===== src/booth_mult_config.svh =====
`ifndef BOOTH_MULT_CONFIG_SVH
`define BOOTH_MULT_CONFIG_SVH

`default_nettype none

// Operand width in bits, the design works from 4 to 32
`define BOOTH_WIDTH 8

// Counter must hold BOOTH_WIDTH itself, since it advances on the last step
`define BOOTH_CNT_WIDTH ($clog2(`BOOTH_WIDTH) + 1)

`default_nettype wire

`endif


===== src/booth_mult_pkg.sv =====
`include "booth_mult_config.svh"

`default_nettype none

package booth_mult_pkg;

    typedef logic signed [`BOOTH_WIDTH-1:0]   operand_t;    // One signed operand
    typedef logic signed [2*`BOOTH_WIDTH-1:0] product_t;    // Full signed product
    typedef logic [`BOOTH_CNT_WIDTH-1:0]      step_count_t; // Booth step index
    typedef logic [1:0]                       booth_op_t;   // Op select / bit pair

    // Op select codes, 2'b11 also means hold
    localparam booth_op_t OP_HOLD = 2'b00;
    localparam booth_op_t OP_ADD  = 2'b01;
    localparam booth_op_t OP_SUB  = 2'b10;

    typedef struct packed {
        operand_t multiplicand;
        operand_t multiplier;
    } mult_req_t;

    typedef enum logic [1:0] {
        IDLE = 2'b00, // Waiting for an operand pair
        RUN  = 2'b01, // One Booth step per cycle
        DONE = 2'b10  // Product offered on dest side
    } ctrl_state_t;

endpackage

`default_nettype wire


===== src/booth_step_counter.sv =====
`timescale 1ns/1ns
`include "booth_mult_config.svh"
`default_nettype none

module booth_step_counter
    import booth_mult_pkg::*;
(
    input  wire  clk,
    input  wire  rst,
    input  wire  clear,
    input  wire  step,
    output logic last_step
);

    step_count_t count;

    always_ff @(posedge clk or negedge rst)
    begin
        if (!rst)
        begin
            count <= '0;
        end
        else if (clear)
        begin
            count <= '0; // New operation
        end
        else if (step)
        begin
            count <= count + step_count_t'(1);
        end
    end

    // High during the final RUN cycle
    assign last_step = (count == step_count_t'(`BOOTH_WIDTH - 1));

endmodule

`default_nettype wire


===== src/booth_controller.sv =====
`timescale 1ns/1ns
`default_nettype none

module booth_controller
    import booth_mult_pkg::*;
(
    input  wire            clk,
    input  wire            rst,
    input  wire            src_valid,
    input  wire            dest_ready,
    input  wire booth_op_t booth_pair,
    input  wire            last_step,
    output logic           src_ready,
    output logic           dest_valid,
    output logic           load,
    output logic           clear,
    output logic           step,
    output booth_op_t      op_sel
);

    ctrl_state_t state;
    ctrl_state_t next_state;

    always_ff @(posedge clk or negedge rst)
    begin
        if (!rst)
        begin
            state <= IDLE;
        end
        else
        begin
            state <= next_state;
        end
    end

    always_comb
    begin
        next_state = state;
        src_ready  = 1'b0;
        dest_valid = 1'b0;
        load       = 1'b0;
        clear      = 1'b0;
        step       = 1'b0;
        op_sel     = OP_HOLD;
        case (state)
            IDLE:
            begin
                src_ready = 1'b1;
                if (src_valid)
                begin
                    load       = 1'b1; // Capture the operand pair
                    clear      = 1'b1; // Restart the step count
                    next_state = RUN;
                end
            end
            RUN:
            begin
                step = 1'b1;
                // Recode {Q0, Q-1} into the accumulator operation
                case (booth_pair)
                    2'b01:   op_sel = OP_ADD;
                    2'b10:   op_sel = OP_SUB;
                    default: op_sel = OP_HOLD; // 00 and 11
                endcase
                if (last_step)
                begin
                    next_state = DONE;
                end
            end
            DONE:
            begin
                dest_valid = 1'b1; // Product is final here
                if (dest_ready)
                begin
                    next_state = IDLE;
                end
            end
            default:
            begin
                next_state = IDLE;
            end
        endcase
    end

endmodule

`default_nettype wire


===== src/booth_datapath.sv =====
`timescale 1ns/1ns
`include "booth_mult_config.svh"
`default_nettype none

module booth_datapath
    import booth_mult_pkg::*;
(
    input  wire            clk,
    input  wire            rst,
    input  wire            load,
    input  wire            step,
    input  wire booth_op_t op_sel,
    input  wire mult_req_t req,
    output booth_op_t      booth_pair,
    output product_t       product
);

    localparam int W = `BOOTH_WIDTH;

    operand_t multiplicand;
    operand_t acc;     // Upper half of the running product
    operand_t mult_q;  // Multiplier, shifts into the lower half
    logic     q_extra; // Q-1 bit

    logic signed [W:0]     acc_ext;
    logic signed [W:0]     mcand_ext;
    logic signed [W:0]     sum;
    logic signed [2*W+1:0] shifted;

    // One extra bit so an add or subtract cannot lose the sign
    assign acc_ext   = {acc[W-1], acc};
    assign mcand_ext = {multiplicand[W-1], multiplicand};

    always_comb
    begin
        case (op_sel)
            OP_ADD:  sum = acc_ext + mcand_ext;
            OP_SUB:  sum = acc_ext - mcand_ext;
            default: sum = acc_ext;
        endcase
    end

    // Sum, multiplier and Q-1 shift together as one value
    assign shifted = $signed({sum, mult_q, q_extra}) >>> 1;

    always_ff @(posedge clk or negedge rst)
    begin
        if (!rst)
        begin
            multiplicand <= '0;
            acc          <= '0;
            mult_q       <= '0;
            q_extra      <= 1'b0;
        end
        else if (load)
        begin
            multiplicand <= req.multiplicand;
            acc          <= '0;
            mult_q       <= req.multiplier;
            q_extra      <= 1'b0;
        end
        else if (step)
        begin
            acc     <= shifted[2*W:W+1];
            mult_q  <= shifted[W:1];
            q_extra <= shifted[0]; // Old Q0 becomes Q-1
        end
    end

    assign booth_pair = {mult_q[0], q_extra};
    assign product    = {acc, mult_q};

endmodule

`default_nettype wire


===== src/booth_mult.sv =====
`timescale 1ns/1ns
`default_nettype none

module booth_mult
    import booth_mult_pkg::*;
(
    input  wire            clk,
    input  wire            rst,
    input  wire            src_valid,
    input  wire mult_req_t src_data,
    input  wire            dest_ready,
    output logic           src_ready,
    output logic           dest_valid,
    output product_t       dest_data
);

    logic      load;
    logic      clear;
    logic      step;
    logic      last_step;
    booth_op_t op_sel;
    booth_op_t booth_pair;

    booth_controller u_ctrl (
        .clk        (clk),
        .rst        (rst),
        .src_valid  (src_valid),
        .dest_ready (dest_ready),
        .booth_pair (booth_pair),
        .last_step  (last_step),
        .src_ready  (src_ready),
        .dest_valid (dest_valid),
        .load       (load),
        .clear      (clear),
        .step       (step),
        .op_sel     (op_sel)
    );

    booth_step_counter u_cnt (
        .clk       (clk),
        .rst       (rst),
        .clear     (clear),
        .step      (step),
        .last_step (last_step)
    );

    booth_datapath u_dp (
        .clk        (clk),
        .rst        (rst),
        .load       (load),
        .step       (step),
        .op_sel     (op_sel),
        .req        (src_data),
        .booth_pair (booth_pair),
        .product    (dest_data) // Held while DONE waits
    );

endmodule

`default_nettype wire


===== config.mk =====
export PLATFORM = sky130hd
export DESIGN_NAME = booth_mult
export DESIGN_NICKNAME = d
export VERILOG_FILES = /design/src/booth_mult_pkg.sv /design/src/booth_step_counter.sv /design/src/booth_controller.sv /design/src/booth_datapath.sv /design/src/booth_mult.sv
export VERILOG_INCLUDE_DIRS = /design/src
export SDC_FILE = /design/constraint.sdc
export NUM_CORES = 1
export LEC_CHECK = 0
export ABC_AREA = 1
export CAP_MARGIN = 20
export CORE_MARGIN = 2
export CORE_UTILIZATION = 50
export CTS_CLUSTER_DIAMETER = 60
export CTS_CLUSTER_SIZE = 24
export DETAILED_ROUTE_END_ITERATION = 8
export DONT_BUFFER_PORTS = 1
export SLEW_MARGIN = 25
export SYNTH_ARGS = -nofsm -noshare
export SYNTH_HDL_FRONTEND = slang
export SYNTH_HIERARCHICAL = 1
export SYNTH_SLANG_ARGS = --single-unit
export TNS_END_PERCENT = 50

===== constraint.sdc =====
create_clock -name clk -period 3.2 [get_ports clk]
set_clock_uncertainty 0.1 [all_clocks]
set_input_delay 0.16 -clock clk [delete_from_list [all_inputs] [get_ports clk]]
set_output_delay 0.16 -clock clk [all_outputs]
set_load 0.1 [all_outputs]

==> flow_summary.yaml <==
synthesis:
  synth_top_area_share_pct: 36.80
  yosysTopAreaCell: "dfrtp_1"
  syn_area_per_cell_sq_um: 7.397
  async_flop_share_pct: 100.0
  syn_inst: 285
  synth_warnings: 6
  ys_seq_area_share_pct: 36.80
  synth-edff-count: 0
  synth_nets: 318
  synth_area_sq_um: 2108
  synth_area_leaders: "dfrtp_1 37%, nand2_1 13%, inv_1 9.6%"
  synth_cell_types: 32
  synthFlopType: "dfrtp_1"
  synth-seq-cells: 31
routing:
  drt-total-wl_microns: 4846
  viasPerCell: 5.005
  wl_per_cell_microns: 13.31
  vias: 1822
  drt_pass1_iterations: 4
  drc_errors: 0
  ant_nets: 0
  drt_iter0_drc: 85
finish:
  mostFrequentLayoutCell: "nand2_1"
  drive_gt1_share_pct: 11.15
  area_growth_pct: 19.17
  layout.nets: 346
  fin_area_sq_um: 2512
  final_cell_mix: "75 x nand2_1, 54 x inv_1, 31 x dfrtp_1"
  diodes: 0
clocking:
  cts.repair.resized: 0
  numCtsBuffers: 5
  root_buffer: "clkbuf_8"
  postCtsSetupRepairBufs: 0
  clock_path_buffers: 2
  clock_latency_ns: 0.29
  cts.clk_slew.worst_paths_ns: 0.07
  htreeDepth: 2
  hold_buffers: 20
  cts_tree: "done"
  cts_num_sinks: 31
critical_path:
  cp_top_family: "simple AND/OR/NAND/NOR gates"
  path_class: "register to register"
  slowest_stage: "dfrtp_1"
  cp.required_ns: 3.28
  cp_max_fo: 8
  worst-path-buf-inv: 5
  crit_path_start_kind: "register"
  crit_path_cell_trace: "inv_1, nand2_2, nor2_1, inv_1, ha_1, inv_1, nand2_1, xor2_1, inv_1, ha_1, nand2_1, nand2_1, inv_1, nor2_1, nor2_1, nand2_1, nand2_1, nand3_1, nand2_1, nand2_1"
  worst_path_largest_cell_delay_ns: 0.40
  arrival_ns: 2.86
  crit_top_cell: "nand2_1"
  crit_path_end_kind: "register"
global_routing:
  grt-ovfl-total: 0
  grt_pass1_vias: 1785
  grt_pass1_wl_microns: 7948
  grt_use_total_pct: 23.23
  grt_max_degree: 32
  antenna_found_initial: 0
floorplanning:
  dieArea_sq_um: 4752
  initial_core_util_pct: 52.33
  rows: 23
  fp.dieH_microns: 68.94
  die_x_microns: 68.94
  design.core.area_sq_um: 4029
  io-pin-count: 38
sta:
  slew_violations: 0
  worst_hold_slack_ns: 0.2091
  worst_pin_slew_ns: 1.066
  slew_headroom_pct: 28.86
  max_freq_mhz: 359.7
  period_minus_slack_ns: 2.780
  finalSetupViolCount: 0
  fin_tns_setup_ns: 0
  hold_viol_final: 0
  setup_ws_ns: 0.4199
  period_share_pct: 86.88
  rsz0062_at_grt: "no"
min_path:
  hold_class: "primary input to asynchronous set/reset pin"
place:
  gp_congestion: 0.8458
  port_buffers: 0
  placed_area_sq_um: 2185
  hpwl_microns: 3461
  post-place-ws_ns: 0.4353
run_status:
  status: "complete, no violations"
job:
  max-cap-violations: 0
registers in the layout, indices dropped and copies added, names as in the netlist:
name / cells
u_ctrl/state: 2
u_dp/mult_q: 8
u_dp/q_extra: 1
u_cnt/count: 4
u_dp/acc: 8
u_dp/multiplicand: 8
metal layers:
layer	wire (microns)	global-route usage, %
met5	0	0
met4	69	7.353
met3	198	4.870
met2	2359	39.54
met1	2218	29.48
Yosys cell counts (all sizes together), types with 2 or more instances:
master	n
ha	12
a21oi	11
nand4	2
o22ai	4
o221ai	6
o21ai	17
xor2	8
nand2	76
nor3	3
nor2	26
nand3	17
buf	9
inv	56
dfrtp	31
per-stage QoR:
stage | cells | util, %
finish | 364 | 62.36
global route | 364 | 62.36
CTS | 364 | 62.36
detailed placement | 336 | 54.22
global placement | 336 | 54.22
floorplan | 285 | -
area by class of cell:
| class | instances | area [sq um] |
|---|---|---|
| flip-flops and latches | 31 | 775.7 |
| repair buffers | 31 | 292.8 |
| inverters | 56 | 210.2 |
| clock inverters | 2 | 35.03 |
| well taps | 50 | 62.56 |
| multi-input cells | 188 | 1054 |
| fillers | 387 | 1516 |
| clock buffers | 6 | 82.58 |
cells by family (layout without fill, tap and decap cells):
kind of cell | after synthesis | count (layout) | share of synthesized area (%)
flip-flops | 31 | 31 | 36.80
XOR/XNOR | 8 | 8 | 3.324
adder cells (fa/ha/maj) | 13 | 13 | 8.071
AND/OR/NAND/NOR | 125 | 125 | 26.11
buffers and inverters | 66 | 95 | 13.35
AO/OA/AOI/OAI | 42 | 42 | 12.34
worst paths after layout:
path | startpoint | to | slack (ns) | cells past startpoint
hold reg to reg | u_cnt/count[1] | u_cnt/count[1] | 0.41 | 2
setup reg to reg | u_ctrl/state[1] | u_dp/acc[6] | 0.42 | 20
max in group asynchronous | rst | u_dp/acc[6] | 2.63 | 2
setup / recovery | u_ctrl/state[1] | u_dp/acc[6] | 0.42 | 20
min in group clk | u_cnt/count[1] | u_cnt/count[1] | 0.41 | 2
hold / removal | rst | u_dp/multiplicand[3] | 0.21 | 2
Power is not shown: default switching activity piles up to over one toggle a cycle in this logic, so the estimate is an artifact.
